==> config.mk <==
export PLATFORM = sky130hd
export DESIGN_NAME = hitDetect
export DESIGN_NICKNAME = d
export VERILOG_FILES = /design/src/cachePkg.sv /design/src/hitDetect.sv
export SDC_FILE = /design/constraint.sdc
export NUM_CORES = 1
export LEC_CHECK = 0
export BUFFER_PORTS_ARGS = -buffer_cell sky130_fd_sc_hd__buf_2
export CAP_MARGIN = 20
export CORE_MARGIN = 2
export CORE_UTILIZATION = 33
export DETAILED_ROUTE_END_ITERATION = 16
export PLACE_DENSITY = 0.87
export SYNTH_ARGS = -nofsm -noshare
export SYNTH_HDL_FRONTEND = slang
export SYNTH_SLANG_ARGS = --single-unit
==> constraint.sdc <==
create_clock -name vclk -period 1.9
set_clock_uncertainty 0.15 [all_clocks]
set_input_delay 0.285 -clock vclk [all_inputs]
set_output_delay 0.285 -clock vclk [all_outputs]
set_load 0.03 [all_outputs]
==> src/cachePkg.sv <==
`default_nettype none

package cachePkg;

    // processor side widths
    localparam int ADDR_WIDTH = 32;
    localparam int WORD_WIDTH = 32;
    localparam int BYTE_WIDTH = 8;

    // per-way use count, saturates instead of wrapping
    localparam int COUNT_WIDTH = 4;
    localparam logic [COUNT_WIDTH-1:0] COUNT_MAX = 4'd15;

    // size code on the processor port; unknown codes act as a word
    typedef enum logic [2:0] {
        accByte  = 3'b000,
        accHalf  = 3'b001,
        accWord  = 3'b010,
        accByteU = 3'b100,
        accHalfU = 3'b101
    } accessT;

    // miss handling: optional writeback, then refill
    typedef enum logic [2:0] {
        stIdle,
        stWbReq,
        stWbRel,
        stFillReq,
        stFillRel,
        stFillWrite
    } missStateT;

endpackage

`default_nettype wire

==> src/hitDetect.sv <==
`timescale 1ns/1ps
`default_nettype none

module hitDetect import cachePkg::*; #(
    parameter int WAYS = 2,
    parameter int LINE_BYTES = 8,
    parameter int NUM_SETS = 128,
    localparam int WAY_WIDTH = (WAYS > 1) ? $clog2(WAYS) : 1,
    localparam int TAG_WIDTH = ADDR_WIDTH - $clog2(LINE_BYTES) - $clog2(NUM_SETS)
) (
    input wire logic request,
    input wire logic [TAG_WIDTH-1:0] tag,
    input wire logic [WAYS-1:0] wayValid,
    input wire logic [TAG_WIDTH-1:0] wayTag [WAYS],
    input wire logic [COUNT_WIDTH-1:0] wayCount [WAYS],
    output logic [WAY_WIDTH-1:0] hitWay,
    output logic anyHit,
    output logic [WAY_WIDTH-1:0] victimWay
);

    logic [WAYS-1:0] hitVec;
    logic freeFound;
    logic [COUNT_WIDTH-1:0] minCount;

    always_comb begin
        for (int w = 0; w < WAYS; w++) begin
            hitVec[w] = request && wayValid[w] && (wayTag[w] == tag);
        end
    end

    assign anyHit = |hitVec;

    // scan downwards so the lowest hitting index remains
    always_comb begin
        hitWay = '0;
        for (int w = WAYS - 1; w >= 0; w--) begin
            if (hitVec[w]) begin
                hitWay = WAY_WIDTH'(w);
            end
        end
    end

    // first invalid way, else smallest use count; ties go to the lower way
    always_comb begin
        freeFound = 1'b0;
        victimWay = '0;
        minCount = COUNT_MAX;
        for (int w = 0; w < WAYS; w++) begin
            if (!freeFound && !wayValid[w]) begin
                freeFound = 1'b1;
                victimWay = WAY_WIDTH'(w);
            end
        end
        if (!freeFound) begin
            minCount = wayCount[0];
            for (int w = 1; w < WAYS; w++) begin
                if (wayCount[w] < minCount) begin
                    minCount = wayCount[w];
                    victimWay = WAY_WIDTH'(w);
                end
            end
        end
    end

    // a refill never installs a tag that another way of the set already holds
    oneWayHits: assert final (request !== 1'b1 || $onehot0(hitVec))
        else $error("more than one way hit for tag %h", tag);

endmodule

`default_nettype wire

; ---- Yosys cells after proc, flatten, opt, wreduce, memory -nomap -nowiden
; Index checks and enable logic that the tools add are counted.
[totals]
reg_bits = 0
inputBits = 77
out_inout_bits = 3
elab_cells = 17
[op_classes]
magnitude_cmp = 1
eq_ne = 2
mux = 7
reduce_logical = 7
[op_table]
columns = op, n
row1 = $eq A22 B22 Y1, 2
row2 = $mux W1, 7
row3 = $logic_and A1 B1 Y1, 5
row4 = $lt A4 B4 Y1, 1
row5 = $reduce_or A2 Y1, 1
row6 = $logic_not A1 Y1, 1

; ---- Logic depth before layout (Yosys ltp)
[depth]
depth_word = 5
depth_mapped = 6

; ---- Least setup slack after synthesis
; No wires, ideal clock.
[synth_path]
path_type = input -> output
startpoint = in wayCount[5] (netlist bit)
endpoint = out victimWay
arrival_time_ns = 1.530
setup_slack_ns = -0.065
path_stages = 6
n_path_buf = 0
path_cell_list = inv_1 ha_1 a21o_1 a21o_1 a21o_1 a21boi_1
[synth_via]
elab_chain_cells = 3
[synth_lines]
columns = element, line
row1 = "start, declared", hitDetect.sv:15  ; input wire logic [COUNT_WIDTH-1:0] wayCount [WAYS],
row2 = $lt A4 B4 Y1, hitDetect.sv:57  ; if (wayCount[w] < minCount) begin
row3 = $mux W1, hitDetect.sv:57
row4 = $mux W1, hitDetect.sv:54  ; if (!freeFound) begin
row5 = "end, declared", hitDetect.sv:18  ; output logic [WAY_WIDTH-1:0] victimWay
; Every way passes these cells.

; ---- Worst setup path in the final report
; Same ends and word-level chain as after synthesis.

==> flow_summary.yaml <==
run_status:
  status: "finished clean"
synthesis:
  synth_top_area_frac: 0.373
  netlist_instances: 74
  netlist_area_sq_um: 587
  synth_top_area_cell: "xnor2_1"
  ys_warn_count: 0
  yosys.cell_types.count: 14
  ys_seq_area_frac: 0
  syn_avg_cell_area_sq_um: 7.93
  synth.most_common_cell: "xnor2_1"
  yosys-top-cells-count: "25 x xnor2_1, 19 x xor2_1, 6 x nand4_1"
  synth_fp_nets: 154
  synth_area_leaders: "xnor2_1 37%, xor2_1 28%, ha_1 6.4%"
min_path:
  hold_path_class: "primary input to output port"
  min-delay-start: "wayValid[1]"
  whs_endpoint: "victimWay"
  hold_depth: 3
timing:
  slew_headroom: 0.824
  timing.hold.ws_ns: 0.707
  min_period_over_period: 0.967
  finalHoldViolations: 0
  finalSetupViolCount: 0
  rsz0062_at_grt: "true"
  fmax_mhz: 544
  fin_ws_ns: 0.0618
  worst_slew_pin_slew_ns: 0.262
  fin_crit_ns: 1.84
  finalMaxSlewViolations: 0
grt:
  grt_pass1_wl_um: 2880
  grt_max_degree: 3
  antenna_found_initial: 0
  grt_use_total: 0.185
  grt_pass1_vias: 831
  grt_overflow_total: 0
setup_path:
  startpoint_type: "primary input"
  required_ns: 1.46
  worstSetupPathType: "primary input to output port"
  arrival_ns: 1.40
  endpoint_kind: "output port"
  critPathMaxFanout: 1
floorplan:
  fp-row-count: 15
  initial_core_util: 0.344
  ios: 80
  dieArea_sq_um: 2130
  die_w_um: 46.2
  dieHeight_um: 46.2
  coreArea_sq_um: 1710
power:
  seq_power_share: 0
  swShare: 0.418
  power.share.clock: 0
  power_leakage_nw: 0.574
  p_switching_mw: 0.100
  internal-power_mw: 0.140
  comb_power_share: 1.000
  peakVddDrop_mv: 0.121
  power_density_nw_per_um2: 213
routing:
  drc: 0
  final_antenna_net_count: 0
  via_count: 834
  drt_iter0_markers: 2
  post_drt_wl_per_cell_um: 12.2
  via_per_inst: 4.66
  drtPass1Iterations: 2
  wl_um: 2190
final_layout:
  finalInstanceArea_sq_um: 1130
  seq_cells: 0
  synthToLayoutAreaGrowth_pct: 91.9
  fillCellCount: 157
  drive_gt1_frac: 0.584
  finalNetCount: 236
  n_antenna_cell: 0
  nClkBuffers: 0
  regArea_sq_um: 0
  multi_input_area_sq_um: 634
flow_run:
  drv_cap: 0
placed_design:
  dp_worst_setup_slack_ns: -0.0364
  placed_cell_area_sq_um: 1020
  port_buffers: 80
  gp_congestion: 0.742
  hpwlAfterDp_um: 1890
clock_tree:
  post_cts_buffers: 0
[stage by stage]
step / utilization / TNS, ns / total power [mW] / instances
detailed placement: 0.599 / -0.0713 / 0.215 / 179
finish: 0.659 / 0 / 0.240 / 179
global placement: 0.599 / 0 / 0.208 / 179
floorplan: - / 0 / 0.0992 / 74
global route: 0.659 / -0.146 / 0.264 / 179
CTS: 0.606 / 0 / 0.221 / 179
[timing repair]
action	4_1_cts	5_1_grt
hold buffers	0	0
hold endpoints to repair	0	0
resized for setup	3	19
endpoints found under the setup margin	3	3
pin swaps	1	8
[power groups by stage]
stage	clock network, mW	logic (mW)	registers (mW)
6_report	0	0.240	0
5_1_grt	0	0.264	0
4_1_cts	0	0.221	0
3_5_place_dp	0	0.215	0
3_3_place_gp	0	0.208	0
2_1_floorplan	0	0.0992	0
[placed cells by master (no fill, tap or decap)]
| cell | n |
|---|---|
| buf_2 | 71 |
| xnor2_1 | 21 |
| xor2_1 | 19 |
| buf_6 | 7 |
| nand4_1 | 6 |
| nand3_1 | 4 |
| xnor2_2 | 4 |
| nor4_2 | 3 |
| nor4_1 | 3 |
| a21o_1 | 3 |
| inv_1 | 2 |
| ha_1 | 2 |
| buf_4 | 2 |
| nor3_1 | 1 |
| nand2_1 | 1 |
| nor2b_1 | 1 |
| inv_2 | 1 |
| nand2b_1 | 1 |
| a21boi_2 | 1 |
| ha_4 | 1 |
[metal layers]
layer | vias to the layer above | track usage | share of wire
li1 | 416 | - | -
met1 | 356 | 0.159 | 0.31
met2 | 52 | 0.411 | 0.57
met3 | 10 | 0.00392 | 0.079
met4 | 0 | 0.0857 | 0.040
met5 | - | 0 | 0
[cells by family (layout without fill, tap and decap cells)]
group,count (synthesis),count (layout),synth area share
AOI/OAI and AO/OA,4,4,0.0512
xor gates and xnor gates,44,44,0.657
buffers and inverters,3,83,0.0192
and+or+nand+nor,20,20,0.209
adders and majority gates,3,3,0.0640
[area by class of cell]
| type | count | area share |
|---|---|---|
| Tap cell | 25 | 0.0278 |
| Multi-Input combinational cell | 71 | 0.563 |
| Inverter | 3 | 0.0100 |
| Timing Repair Buffer | 80 | 0.399 |
[worst max-delay path by stage]
stage / to / slack (ns) / depth (start not counted) / startpoint
after floorplan: victimWay / 0.1 / 6 / wayCount[5]
after global placement: victimWay / 0.0005 / 7 / wayCount[1]
after detailed placement: hitWay / -0.04 / 7 / tag[2]
after CTS: victimWay / 0.01 / 7 / wayCount[1]
after global routing: hitWay / -0.1 / 7 / tag[18]
final: victimWay / 0.06 / 8 / wayCount[5]
[worst max-delay path: stages]
cell      delay [ns]
buf_2           0.10
inv_2           0.05
ha_4            0.18
a21o_1          0.14
a21o_1          0.16
a21o_1          0.18
a21boi_2        0.15
buf_6           0.14
Power figures use the tool's default switching activity.
