**src/cachePkg.sv**
```systemverilog
`default_nettype none

package cachePkg;

    // processor side widths
    localparam int ADDR_WIDTH = 32;
    localparam int WORD_WIDTH = 32;
    localparam int BYTE_WIDTH = 8;

    // per-way use count, saturates instead of wrapping
    localparam int COUNT_WIDTH = 4;
    localparam logic [COUNT_WIDTH-1:0] COUNT_MAX = 4'd15;

    // size code on the processor port; unknown codes act as a word
    typedef enum logic [2:0] {
        accByte  = 3'b000,
        accHalf  = 3'b001,
        accWord  = 3'b010,
        accByteU = 3'b100,
        accHalfU = 3'b101
    } accessT;

    // miss handling: optional writeback, then refill
    typedef enum logic [2:0] {
        stIdle,
        stWbReq,
        stWbRel,
        stFillReq,
        stFillRel,
        stFillWrite
    } missStateT;

endpackage

`default_nettype wire

```
**src/missControl.sv**
```systemverilog
`timescale 1ns/1ps
`default_nettype none

module missControl import cachePkg::*; #(
    parameter int WAYS = 2,
    parameter int LINE_BYTES = 8,
    parameter int NUM_SETS = 128,
    localparam int WAY_WIDTH = (WAYS > 1) ? $clog2(WAYS) : 1,
    localparam int OFFSET_WIDTH = $clog2(LINE_BYTES),
    localparam int INDEX_WIDTH = $clog2(NUM_SETS),
    localparam int TAG_WIDTH = ADDR_WIDTH - OFFSET_WIDTH - INDEX_WIDTH,
    localparam int LINE_WIDTH = LINE_BYTES * BYTE_WIDTH
) (
    input wire logic clk,
    input wire logic rst,
    input wire logic read,
    input wire logic write,
    input wire logic anyHit,
    input wire logic [WAY_WIDTH-1:0] victimWay,
    input wire logic victimValid,
    input wire logic victimDirty,
    input wire logic [TAG_WIDTH-1:0] victimTag,
    input wire logic [LINE_WIDTH-1:0] victimLine,
    input wire logic [INDEX_WIDTH-1:0] index,
    input wire logic [ADDR_WIDTH-1:0] address,
    input wire logic memAck,
    input wire logic [LINE_WIDTH-1:0] memRdata,
    output logic memReq,
    output logic memWe,
    output logic [ADDR_WIDTH-1:0] memAddr,
    output logic [LINE_WIDTH-1:0] memWdata,
    output logic [WAY_WIDTH-1:0] fillWay,
    output logic fill,
    output logic [LINE_WIDTH-1:0] fillLine,
    output logic valid,
    output logic storeHit
);

    missStateT state;
    missStateT nextState;
    logic request;
    logic miss;
    logic [ADDR_WIDTH-1:0] wbAddr;
    logic [ADDR_WIDTH-1:0] fillAddr;

    assign request = read || write;
    assign miss = request && !anyHit;

    // victim line goes back under its own tag
    assign wbAddr = {victimTag, index, {OFFSET_WIDTH{1'b0}}};
    assign fillAddr = {address[ADDR_WIDTH-1:OFFSET_WIDTH], {OFFSET_WIDTH{1'b0}}};

    always_ff @(posedge clk or negedge rst) begin
        if (!rst) begin
            state <= stIdle;
        end else begin
            state <= nextState;
        end
    end

    // each request waits for ack high, then for ack low before moving on
    always_comb begin
        nextState = state;
        case (state)
            stIdle: begin
                if (miss) begin
                    nextState = (victimValid && victimDirty) ? stWbReq : stFillReq;
                end
            end
            stWbReq: begin
                if (memAck) begin
                    nextState = stWbRel;
                end
            end
            stWbRel: begin
                if (!memAck) begin
                    nextState = stFillReq;
                end
            end
            stFillReq: begin
                if (memAck) begin
                    nextState = stFillRel;
                end
            end
            stFillRel: begin
                if (!memAck) begin
                    nextState = stFillWrite;
                end
            end
            default: nextState = stIdle;
        endcase
    end

    // victim way is frozen for the whole miss
    always_ff @(posedge clk or negedge rst) begin
        if (!rst) begin
            fillWay <= '0;
        end else if (state == stIdle && miss) begin
            fillWay <= victimWay;
        end
    end

    // refill data is only valid alongside the ack
    always_ff @(posedge clk) begin
        if (state == stFillReq && memAck) begin
            fillLine <= memRdata;
        end
    end

    assign memReq = (state == stWbReq) || (state == stFillReq);
    assign memWe = (state == stWbReq);
    assign memAddr = memWe ? wbAddr : fillAddr;
    assign memWdata = victimLine;

    assign fill = (state == stFillWrite);
    assign valid = (state == stIdle) && request && anyHit;
    assign storeHit = valid && write;

    // request held with stable address and direction until acknowledged
    reqHeld: assert property (@(posedge clk) disable iff (!rst)
        memReq && !memAck |=> memReq && $stable(memAddr) && $stable(memWe))
        else $error("memory request changed before ack");

endmodule

`default_nettype wire

```
**config.mk**
```make
export PLATFORM = sky130hd
export DESIGN_NAME = missControl
export DESIGN_NICKNAME = d
export VERILOG_FILES = /design/src/cachePkg.sv /design/src/missControl.sv
export SDC_FILE = /design/constraint.sdc
export NUM_CORES = 1
export LEC_CHECK = 0
export BUFFER_PORTS_ARGS = -buffer_cell sky130_fd_sc_hd__buf_2
export CORE_AREA = 2 2 141 143
export CTS_CLUSTER_SIZE = 24
export DETAILED_ROUTE_END_ITERATION = 10
export DIE_AREA = 0 0 143 145
export GPL_TIMING_DRIVEN = 0
export PLACE_DENSITY_LB_ADDON = 0.08
export SYNTH_ARGS = -nofsm -noshare
export SYNTH_HDL_FRONTEND = slang
export SYNTH_SLANG_ARGS = --single-unit
```
**constraint.sdc**
```tcl
create_clock -name clk -period 2.65 [get_ports clk]
set_clock_uncertainty 0.15 [all_clocks]
set_input_delay 0.53 -clock clk [delete_from_list [all_inputs] [get_ports clk]]
set_output_delay 0.53 -clock clk [all_outputs]
set_load 0.01 [all_outputs]
```
# ---- Yosys cells after proc, flatten, opt, wreduce, memory -nomap -nowiden
# Index checks and enable logic that the tools add are counted.
dict set report totals {
  n_memories 0
  output_inout_bits 166
  word_cells 33
  rom_bits 0
  regBits 68
  latchBits 0
  ramBits 0
}
dict set report classes {
  muxes 8
  n_eq_ne 10
  shifts 0
  mul 0
  magnitude_cmp 0
  bitwise_logic 0
  n_addsub 0
  n_reduce_logical 12
  div_mod_pow 0
}
# cell count
set ops {}
lappend ops {{$mux 32} 1}
lappend ops {{$mux 3} 5}
lappend ops {{$pmux 3 s5} 1}
lappend ops {{$ne 2x2->1 const B} 5}
lappend ops {{$logic_and 1x1->1} 7}
lappend ops {{$eq 3x2->1 const B} 2}
lappend ops {{$eq 3x3->1 const B} 2}
lappend ops {{$reduce_and 5->1} 1}
lappend ops {{$eq 3x1->1 const B} 1}
lappend ops {{$logic_not 3->1} 1}
lappend ops {{$logic_or 1x1->1} 2}
lappend ops {{$mux 2} 1}
lappend ops {{$logic_not 1->1} 1}

# ---- Longest topological paths before layout
dict set report logic_depth {
  ltp_word 4
  mapped_depth 4
  mapped_depth_nobuf 3
}

# ---- Worst setup path after synthesis
# Ideal clock, no wire load.
dict set report synth_timing {
  path_kind {reg2reg}
  start {reg state[0]}
  end {reg fillLine[0] (enable)}
  setup_time_ns 0.393
  arrival_ns 1.537
  setup_slack_ns 0.570
  stages_incl_launch_ff 3
  required_ns 2.107
  path_cell_list {dfrtp_1 nor2b_4 and3_2}
}
dict set report synth_via {
  elab_chain_len 2
}
# item line_no
set synth_lines {}
lappend synth_lines {{from (decl)} missControl.sv:39} ;# missStateT state;
lappend synth_lines {{from (signal assigned)} missControl.sv:55} ;# state <= stIdle;
lappend synth_lines {{from (signal assigned)} missControl.sv:57} ;# state <= nextState;
lappend synth_lines {{$eq 3x2->1} missControl.sv:105} ;# if (state == stFillReq && memAck) begin
lappend synth_lines {{$logic_and 1x1->1} missControl.sv:105}
lappend synth_lines {{to (signal assigned)} missControl.sv:106} ;# fillLine <= memRdata;
lappend synth_lines {{to (decl)} missControl.sv:34} ;# output logic [LINE_WIDTH-1:0] fillLine,
# No other way between the ends.
# A chain may end at the register's enable or synchronous reset.

# ---- Final worst setup path
dict set report layout_timing {
  start {reg state[0]}
  end {out memAddr[14]}
}
dict set report layout_via {
  elab_chain_len 2
}
# item line_no
set layout_lines {}
lappend layout_lines {{$eq 3x1->1} missControl.sv:111} ;# assign memWe = (state == stWbReq);
lappend layout_lines {{$mux 32} missControl.sv:112} ;# assign memAddr = memWe ? wbAddr : fillAddr;
lappend layout_lines {{to (decl)} missControl.sv:30} ;# output logic [ADDR_WIDTH-1:0] memAddr,
# No other way between the ends.

==> metrics.md <==
| Metric | Value |
|---|---|
| Crit start category | flop |
| Hold Crit Class | in -> reg |
| Fin crit period | 2478 ps |
| Period utilization | 93.51% |
| Starting Density | 16.54% |
| Die W | 143 µm |
| Total track usage | 9.169% |
| WHS Path Cells | 1 |
| Row count | 51 |
| Clk slew on worst S/H paths | 60 ps |
| Post-synth EDFFs | 64 |
| CTS Buf Count | 9 |
| Fmax | 403.5 MHz |
| Setup violators final | 0 |
| Worst skew pair latency | 330 ps |
| Cell accounting for the most synthesized area | edfxtp_1 |
| Routed length per instance | 13.19 µm |
| VDD IR max | 373.1 µV |
| Outcome | completed |
| Share of layout cells above drive strength 1 | 83.40% |
| Final WL | 10.10 mm |
| Type of the worst setup path | reg -> out |
| Asr flop ratio synth | 5.882% |
| Area added between synthesis and finish | 68.61% |
| Yosys cell types | 23 |
| Core area | 19210 µm² |
| Total power | 4.229 mW |
| Most used DFF post-synth | edfxtp_1 |
| CTS tree | done |
| MaxCap Viol Count | 0 |
| R2R depth | 3 |
| Syn avg cell area | 16.99 µm² |
| Post-CTS setup buffer count | 0 |
| Final Hold Fails | 0 |
| Cell leakage power | 2.606 nW |
| DP Cell Count | 748 |
| Vias | 2617 |
| CTS sink count | 68 |
| Drt via density | 3.416 |
| Finished Cell Area | 5356 µm² |
| Min Hold Slack | 217.5 ps |
| Synth Warn # | 0 |
| Fillers | 2050 |
| Largest net degree at the start of global routing | 50 |
| Final Max Slew Viols | 0 |
| Finished Core Util | 27.89% |
| Slack of the critical path | 172.0 ps |
| Full die area | 20740 µm² |
| IO Pins | 364 |
| Clock Path Buffers | 2 |
| First-pass GRT wire length | 14.23 mm |
| Yosys reg bits | 68 |
| Synth top area share | 60.50% |
| Unrepaired setup endpoints after global routing | false |
| Top cells by area, synth | edfxtp_1 (60%), buf_4 (16%), mux2_4 (14%), dfrtp_1 (3.2%), buf_12 (1.9%) |
| Fin Setup TNS | 0 ps |
| Worst EP required | 1970 ps |
| Register area share after synthesis | 63.65% |
| WP data arrival | 1800 ps |
| Worst Setup End Kind | output port |
| Count leader, synth | buf_4 |
| Initial DRC Count | 38 |
| DP HPWL | 8.437 mm |
| Vias in the first global route | 2640 |
| H-tree level count | 3 |
| Post-Layout Cell Count | 766 |
| IO buf count | 293 |
| Place WS | 488.3 ps |
| Initial antenna violation count | 1 |
| Mapped cell area | 3177 µm² |
| Gr ovfl total | 0 |
| Nets | 693 |
| Synth cell count leaders | buf_4 (67), edfxtp_1 (64), mux2_4 (29), dfrtp_1 (4), buf_12 (3) |
| Die height | 145 µm |
| Post-route ant nets | 0 |
| Peak fanout along the critical path | 10 |
| Root buffer selected by CTS | clkbuf_16 |
| GP Congestion | 0.6887 |
| Synth Instances | 187 |
| DR pass1 iterations | 4 |
| Power per cell area | 789.6 nW/µm² |
| Area after DPL | 5014 µm² |
| Remaining DRCs | 0 |
-- critical path, cell delays in order, from the launching register on --
cell and delay (ps):
dfrtp_1 450, nor2b_4 200, and2b_4 220, buf_12 160
mux2_4 300, buf_2 140
-- kinds of logic after synthesis --
family                 after synthesis  share of synthesized area [%]
buffers and inverters               70                          17.72
flip-flops                          68                          63.65
multiplexers                        30                          14.06
AND/OR/NAND/NOR                     11                          2.875
AO/OA/AOI/OAI                        7                          1.575
other                                1                         0.1180
-- layer usage --
| layer | track usage [%] | wire (µm) |
|---|---|---|
| met4 | 4.208 | 252 |
| met2 | 16.00 | 5199 |
| met3 | 4.884 | 1301 |
| met5 | 0 | 0 |
| met1 | 8.775 | 3349 |
-- cell usage in the layout, fill, tap and decap left out, types with 2 or more instances in the layout --
| cell | netlist | layout |
|---|---|---|
| buf_2 | 0 | 293 |
| buf_4 | 67 | 67 |
| edfxtp_1 | 64 | 64 |
| mux2_4 | 29 | 29 |
| clkbuf_16 | 0 | 9 |
| dfrtp_1 | 4 | 4 |
| buf_12 | 3 | 3 |
| conb_1 | 1 | 3 |
| nor2_1 | 2 | 2 |
| a21oi_1 | 2 | 2 |
| bufinv_16 | 0 | 2 |
| inv_6 | 0 | 2 |
-- final timing paths --
check / startpoint / endpoint / slack [ps]
worst max-delay path: state[0] / memAddr[14] / 170
worst min-delay path: memRdata[22] / fillLine[22] / 220
min in group asynchronous: rst / state[2] / 400
worst max register to register: state[0] / fillLine[48] / 830
max in group asynchronous: rst / state[0] / 1840
worst min register to register: fillWay / fillWay / 360
-- sequential cells by signal, summed over array words and instances (netlist names) --
| signal | flops |
|---|---|
| fillLine | 64 |
| state | 3 |
| fillWay | 1 |
-- layout make-up --
cell class	count	area (µm²)	area share, %
Multi-Input combinational cell	51	603.1	11.26
Buffer	70	563.0	10.51
Timing Repair Buffer	295	1504	28.08
Antenna cell	1	2.502	0.04672
Clock inverter	7	105.1	1.962
Sequential cell	68	2022	37.75
Tap cell	265	331.6	6.190
Clock buffer	9	225.2	4.205
-- report_power, final --
group | switching [mW] | internal, mW | total [mW]
logic | 0.657 | 0.763 | 1.42
registers | 0.0754 | 1.40 | 1.48
clock network | 0.491 | 0.839 | 1.33
total | 1.22 | 3.01 | 4.23
-- timing repair --
item | 4_1_cts | 5_1_grt
resized for setup | 0 | 0
endpoints found under the hold margin | 4 | 0
hold buffers | 1 | 0
(Power assumes the default switching activity.)
