$ cat src/cachePkg.sv
`default_nettype none

package cachePkg;

    // processor side widths
    localparam int ADDR_WIDTH = 32;
    localparam int WORD_WIDTH = 32;
    localparam int BYTE_WIDTH = 8;

    // per-way use count, saturates instead of wrapping
    localparam int COUNT_WIDTH = 4;
    localparam logic [COUNT_WIDTH-1:0] COUNT_MAX = 4'd15;

    // size code on the processor port; unknown codes act as a word
    typedef enum logic [2:0] {
        accByte  = 3'b000,
        accHalf  = 3'b001,
        accWord  = 3'b010,
        accByteU = 3'b100,
        accHalfU = 3'b101
    } accessT;

    // miss handling: optional writeback, then refill
    typedef enum logic [2:0] {
        stIdle,
        stWbReq,
        stWbRel,
        stFillReq,
        stFillRel,
        stFillWrite
    } missStateT;

endpackage

`default_nettype wire

$ cat src/accessAlign.sv
`timescale 1ns/1ps
`default_nettype none

module accessAlign import cachePkg::*; #(
    parameter int LINE_BYTES = 8,
    localparam int OFFSET_WIDTH = $clog2(LINE_BYTES),
    localparam int LINE_WIDTH = LINE_BYTES * BYTE_WIDTH,
    localparam int WORD_BYTES = WORD_WIDTH / BYTE_WIDTH
) (
    input wire logic [OFFSET_WIDTH-1:0] offset,
    input wire accessT size,
    input wire logic [LINE_WIDTH-1:0] line,
    input wire logic [WORD_WIDTH-1:0] writeData,
    output logic [WORD_WIDTH-1:0] loadData,
    output logic [LINE_WIDTH-1:0] storeLine,
    output logic [LINE_BYTES-1:0] storeMask
);

    logic [BYTE_WIDTH-1:0] lanes [LINE_BYTES];
    logic [BYTE_WIDTH-1:0] newLanes [LINE_BYTES];
    logic [OFFSET_WIDTH-1:0] halfBase;
    logic [OFFSET_WIDTH-1:0] wordBase;
    logic [BYTE_WIDTH-1:0] byteField;
    logic [2*BYTE_WIDTH-1:0] halfField;
    logic [WORD_WIDTH-1:0] wordField;

    // big-endian lanes, lane 0 holds the top byte of the line
    for (genvar b = 0; b < LINE_BYTES; b++) begin : gLane
        assign lanes[b] = line[(LINE_BYTES-b)*BYTE_WIDTH-1 -: BYTE_WIDTH];
        assign storeLine[(LINE_BYTES-b)*BYTE_WIDTH-1 -: BYTE_WIDTH] = newLanes[b];
    end

    // misaligned offsets are forced down to the natural boundary
    assign halfBase = offset & ~(OFFSET_WIDTH'(1));
    assign wordBase = offset & ~(OFFSET_WIDTH'(3));

    assign byteField = lanes[offset];
    assign halfField = {lanes[halfBase], lanes[halfBase + 1'b1]};
    assign wordField = {lanes[wordBase], lanes[wordBase + 2'd1],
                        lanes[wordBase + 2'd2], lanes[wordBase + 2'd3]};

    always_comb begin
        case (size)
            accByte: loadData = {{(WORD_WIDTH-BYTE_WIDTH){byteField[BYTE_WIDTH-1]}}, byteField};
            accByteU: loadData = {{(WORD_WIDTH-BYTE_WIDTH){1'b0}}, byteField};
            accHalf: loadData = {{(WORD_WIDTH-2*BYTE_WIDTH){halfField[2*BYTE_WIDTH-1]}},
                                 halfField};
            accHalfU: loadData = {{(WORD_WIDTH-2*BYTE_WIDTH){1'b0}}, halfField};
            default: loadData = wordField;
        endcase
    end

    // store field placed in its own lanes, the mask picks them out of the line
    // unsigned codes store like signed
    always_comb begin
        for (int b = 0; b < LINE_BYTES; b++) begin
            newLanes[b] = '0;
        end
        storeMask = '0;
        case (size)
            accByte, accByteU: begin
                newLanes[offset] = writeData[BYTE_WIDTH-1:0];
                storeMask[offset] = 1'b1;
            end
            accHalf, accHalfU: begin
                newLanes[halfBase] = writeData[2*BYTE_WIDTH-1:BYTE_WIDTH];
                newLanes[halfBase + 1'b1] = writeData[BYTE_WIDTH-1:0];
                storeMask[halfBase] = 1'b1;
                storeMask[halfBase + 1'b1] = 1'b1;
            end
            default: begin
                for (int k = 0; k < WORD_BYTES; k++) begin
                    newLanes[wordBase + k] = writeData[WORD_WIDTH-1-k*BYTE_WIDTH -: BYTE_WIDTH];
                    storeMask[wordBase + k] = 1'b1;
                end
            end
        endcase
    end

endmodule

`default_nettype wire

$ cat config.mk
export PLATFORM = sky130hd
export DESIGN_NAME = accessAlign
export DESIGN_NICKNAME = d
export VERILOG_FILES = /design/src/cachePkg.sv /design/src/accessAlign.sv
export SDC_FILE = /design/constraint.sdc
export NUM_CORES = 1
export LEC_CHECK = 0
export ABC_AREA = 1
export BUFFER_PORTS_ARGS = -buffer_cell sky130_fd_sc_hd__buf_2
export CAP_MARGIN = 10
export CELL_PAD_IN_SITES_DETAIL_PLACEMENT = 1
export CELL_PAD_IN_SITES_GLOBAL_PLACEMENT = 1
export CORE_MARGIN = 2
export CORE_UTILIZATION = 23
export DETAILED_ROUTE_END_ITERATION = 8
export PLACE_DENSITY = 0.95
export SLEW_MARGIN = 15
export SYNTH_ARGS = -nofsm -noshare
export SYNTH_HDL_FRONTEND = slang
export SYNTH_SLANG_ARGS = --single-unit
$ cat constraint.sdc
create_clock -name vclk -period 1.9
set_clock_uncertainty 0.2 [all_clocks]
set_input_delay 0.38 -clock vclk [all_inputs]
set_output_delay 0.38 -clock vclk [all_outputs]
set_load 0.02 [all_outputs]
* After elaboration in Yosys (flattened, before gate mapping)
Index checks and enable logic that the tools add are counted.
** Word-level totals
- Bits in registers :: 0
- Bits of input ports :: 102
- Word-level logic and storage cells :: 133
** Cells by class
- Add/subtract/negate cells :: 7
- $lt $le $gt $ge :: 32
- Equality and inequality tests :: 3
- Multiplexer cells :: 56
- Bitwise logic cells :: 18
- Reduce and logical (&&, ||, !) cells :: 17
** Operators with widths (count)
- 64-bit bitwise mux :: 4
- 64-bit AND :: 3
- 8-bit binary-select mux with 3-bit select :: 7
- 8-bit demux with 3-bit select :: 7
- 8-bit two-way mux :: 21
- 33-bit by 4-bit >= comparator with 1-bit output, second input constant :: 4
- 33-bit by 1-bit less-than comparator with 1-bit output, second input constant :: 4
- 32-bit one-hot mux with 4 select lines :: 1
- 64-bit one-hot mux with 2 select lines :: 1
- 32-bit NOT with 33-bit output :: 3
- 3-bit NOT with 33-bit output :: 1
- 4-bit >= comparator, second input constant :: 7
- 3-bit NOT with 4-bit output :: 7
- 3-bit by 4-bit less-than comparator with 1-bit output, second input constant :: 4
- 8-bit bitwise OR :: 2
- 8-bit one-hot mux with 2 select lines :: 1
- 1-bit demux with 3-bit select :: 5
- 1-bit logical AND :: 14
- 3-bit by 1-bit >= comparator with 1-bit output, second input constant :: 4
- 4-bit by 1-bit >= comparator with 1-bit output, second input constant :: 3
- 4-bit by 1-bit less-than comparator with 1-bit output, second input constant :: 3
- 4-bit less-than comparator, second input constant :: 3
- 3-bit by 2-bit adder with 4-bit output, second input constant :: 2
- 5-bit by 8-bit bitwise OR with 8-bit output :: 1
- 11 further kinds :: 21

* Depth between registers and ports, before layout
- Depth in word-level cells :: 10
- Gate-level depth with buffers :: 9
- Depth with buffers taken out :: 8

* Worst setup path after synthesis
Ideal clock, no wire load.
- Path kind :: in2out
- Start point :: in offset[0]
- End point :: out storeLine[61]
- Arrival time :: 1.577 ns
- Required time :: 1.320 ns
- Slack :: -0.257 ns
- Stages on the path :: 6
- Cells stage by stage :: buf_2 nor2_2 inv_1 nor3_4 inv_1 o21ai_0
** Between the ends
- Cells in the longest elaborated chain, start to end :: 7
- Elaborated cells between the ends (all ways) :: 8
- Those cells by class :: order compare: 2; mux: 3; bitwise: 2; reduce/logical: 1
** Ends and longest elaborated chain
- from (decl) :: RTL line accessAlign.sv:10 : input wire logic [OFFSET_WIDTH-1:0] offset,
- 3-bit NOT with 4-bit output (not written as such) (*) :: RTL line accessAlign.sv:62 : newLanes[offset] = writeData[BYTE_WIDTH-1:0];
- 4-bit >= comparator (not written as such) or 4-bit by 1-bit less-than comparator with 1-bit output (tied branches) :: RTL line accessAlign.sv:62
- 1-bit logical AND (not written as such) :: RTL line accessAlign.sv:62
- 8-bit two-way mux (not written as such) :: RTL line accessAlign.sv:62
- 8-bit demux with 3-bit select (*) :: RTL line accessAlign.sv:62
- 64-bit AND (no source line) (*)
- 64-bit one-hot mux with 2 select lines (*) :: RTL line accessAlign.sv:60 : case (size)
- to (decl) :: RTL line accessAlign.sv:15 : output logic [LINE_WIDTH-1:0] storeLine,
Every way passes the cells marked *; elsewhere a longest branch is shown, timed or not.

* Worst setup path after layout
Same ends and word-level chain as after synthesis.

==> reports/metrics.cfg <==
[status]
outcome = finished with violations
failed_checks = setup timing

[die]
die-area_um2 = 11300
start_util = 0.234
core-area_um2 = 10200
rows = 37
die_x_um = 106
ios = 206
die_h_um = 106

[finish]
nClkBuffers = 0
area_growth_pct = 176
nets = 894
regArea_um2 = 0
seq_cell_count = 0
drive_gt1_frac = 0.691

[critical_path]
critPathLaunch = offset[0]
critPathMaxStageDelay_ns = 0.21
cp.arrival_ns = 1.73
slowest_stage = nor2_4
worstPathRequired_ns = 1.32
endpoint_kind = output port
critPathKind = input port to output port
start_kind = input port
worstPathMaxFanout = 7
critPathMostFrequentCell = buf_6
path_cells = buf_12, buf_6, nor2_4, inv_2, nor3_4, buf_6, clkinv_8, o21ai_4, buf_6

[global_routing]
grt_max_degree = 33
first_global_vias = 5693
grt_antenna_before_repair = 1
grt_pass1_wl_um = 30900
grt_usage = 0.348
overflow = 0

[placed_design]
place_congestion = 0.842
hpwl_um = 12600
port-buffer-count = 206
place_ws_ns = -0.640

[yosys]
ys_seq_area_frac = 0
synthesis.nets = 603
synthCells = 501
avgSynthCellArea_um2 = 4.79
synth_area_um2 = 2400
synth_warnings = 0
synth.distinct_cells = 28

[timing]
tns_ns = -28.31
tightest_slew_ns = 0.492
drv_slew = 0
min_period_over_period = 1.21
maxSlewHeadroom = 0.671
setup_ws_ns = -0.405
finalSetupViolCount = 104
finalCriticalPeriod_ns = 2.31
hold_viol = 0
rsz0062_at_grt = true
fmax_mhz = 434

[drt]
vias = 5757
post_drt_wl_per_cell_um = 29.9
viasPerCell = 6.21
drc = 0
finalWirelength_um = 27800
ant_nets = 0
first_pass_iters = 5
drt_iter0_markers = 490

[power]
power.leakage_uw = 0.00357
switching_power_uw = 1200
comb_power_share = 1.000
pwr-share-clk = 0
pwr-share-seq = 0
power_density_nw_per_um2 = 310
ir_worst_vdd_uv = 187
p_int_uw = 855
p_sw_frac = 0.583

[min_path]
min-delay-start = writeData[9]
hp-class = input port to output port

[flow_run]
drv_cap = 0

[clock_tree]
cts_hold_buf = 0

timing repair:
action	CTS	global route
endpoints found under the setup margin	104	104
buffers inserted	20	17
gates cloned	6	2
pin swaps	39	54
resized for setup	263	206
layer usage:
layer  wire length, um  up-vias  track usage  part of all wire
li1                  -     2244            -                 -
met1              8630     2669        0.353              0.31
met2             13300      574        0.654              0.48
met3              2590      270       0.0625             0.093
met4              3290        0        0.217              0.12
met5                 0        -            0                 0
worst paths after layout:
| kind | end | slack [ns] | cells past startpoint |
|---|---|---|---|
| max | storeLine[61] | -0.41 | 9 |
| min | storeLine[25] | 0.92 | 4 |
cells in the mapped netlist (2+ instances only):
| cell type | count | area (um2) |
|---|---|---|
| a22oi_1 | 23 | 173 |
| buf_2 | 12 | 60.1 |
| buf_4 | 2 | 15.0 |
| buf_6 | 5 | 56.3 |
| clkbuf_1 | 6 | 22.5 |
| inv_1 | 83 | 312 |
| inv_2 | 7 | 26.3 |
| nand2_1 | 144 | 541 |
| nand2_2 | 4 | 25.0 |
| nand3_1 | 73 | 365 |
| nand4_1 | 4 | 25.0 |
| nor2_1 | 55 | 206 |
| nor2_2 | 3 | 18.8 |
| nor2_4 | 2 | 22.5 |
| nor3_1 | 2 | 10.0 |
| o211ai_1 | 11 | 82.6 |
| o21ai_0 | 12 | 60.1 |
| o221ai_1 | 7 | 61.3 |
| o22ai_1 | 32 | 200 |
| or2_2 | 6 | 37.5 |
area by class of cell:
type	count	area, um2
Tap cell	136	170
Multi-Input combinational cell	386	3140
Timing Repair Buffer	313	2910
Fill cell	1232	3610
Inverter	91	395
Antenna cell	1	2.50
placed cells by master (no fill, tap or decap), types with 3 or more instances in the layout:
cell type  netlist  routed
o21ai_4          0       5
buf_4            2      74
o221ai_2         0       5
o21ai_1          0       6
or2_2            6       5
nand2_4          1      31
inv_1           83      73
o22ai_4          0       8
inv_4            0       3
o211ai_1        11      11
nor2_4           2       9
buf_16           0       4
inv_2            7       9
nand3_1         73      22
nand2_1        144      83
nor2_1          55      40
nor2_2           3      11
buf_2           12     112
o22ai_2          0      24
nand3_2          1      41
nand4_1          4       4
nand3_4          0      11
buf_8            0       9
nand2_2          4      34
a22oi_2          0      21
buf_6            5      85
buf_12           0      27
cell families after synthesis:
group	count (synthesis)	share of synthesized area
simple gates	297	0.543
compound gates	88	0.250
buf+inv	116	0.207
power by group through the flow:
| stage | Combinational, uW | Sequential (uW) | Clock, uW |
|---|---|---|---|
| 2_1_floorplan | 691 | 0 | 0 |
| 3_5_place_dp | 1250 | 0 | 0 |
| 4_1_cts | 1610 | 0 | 0 |
| 3_3_place_gp | 1220 | 0 | 0 |
| 5_1_grt | 2100 | 0 | 0.0000704 |
| 6_report | 2050 | 0 | 0.0000704 |
through the flow:
stage	instances	cell area (um2)	hold slack (ns)	util	total power [uW]
after global routing	927	6620	0.928	0.647	2100
after detailed placement	885	4310	0.913	0.421	1250
after CTS	909	5610	0.892	0.548	1610
final	927	6620	0.922	0.647	2050
after floorplan	501	2640	0.710	-	691
after global placement	885	4310	0.906	0.421	1220
worst max-delay path, delay by kind of cell:
kind	cells	cell delay (ns)
AO/OA/AOI/OAI	1	0.20
buffers and inverters	6	0.73
AND/OR/NAND/NOR	2	0.40
No activity file was read; power rests on OpenSTA's default activity.
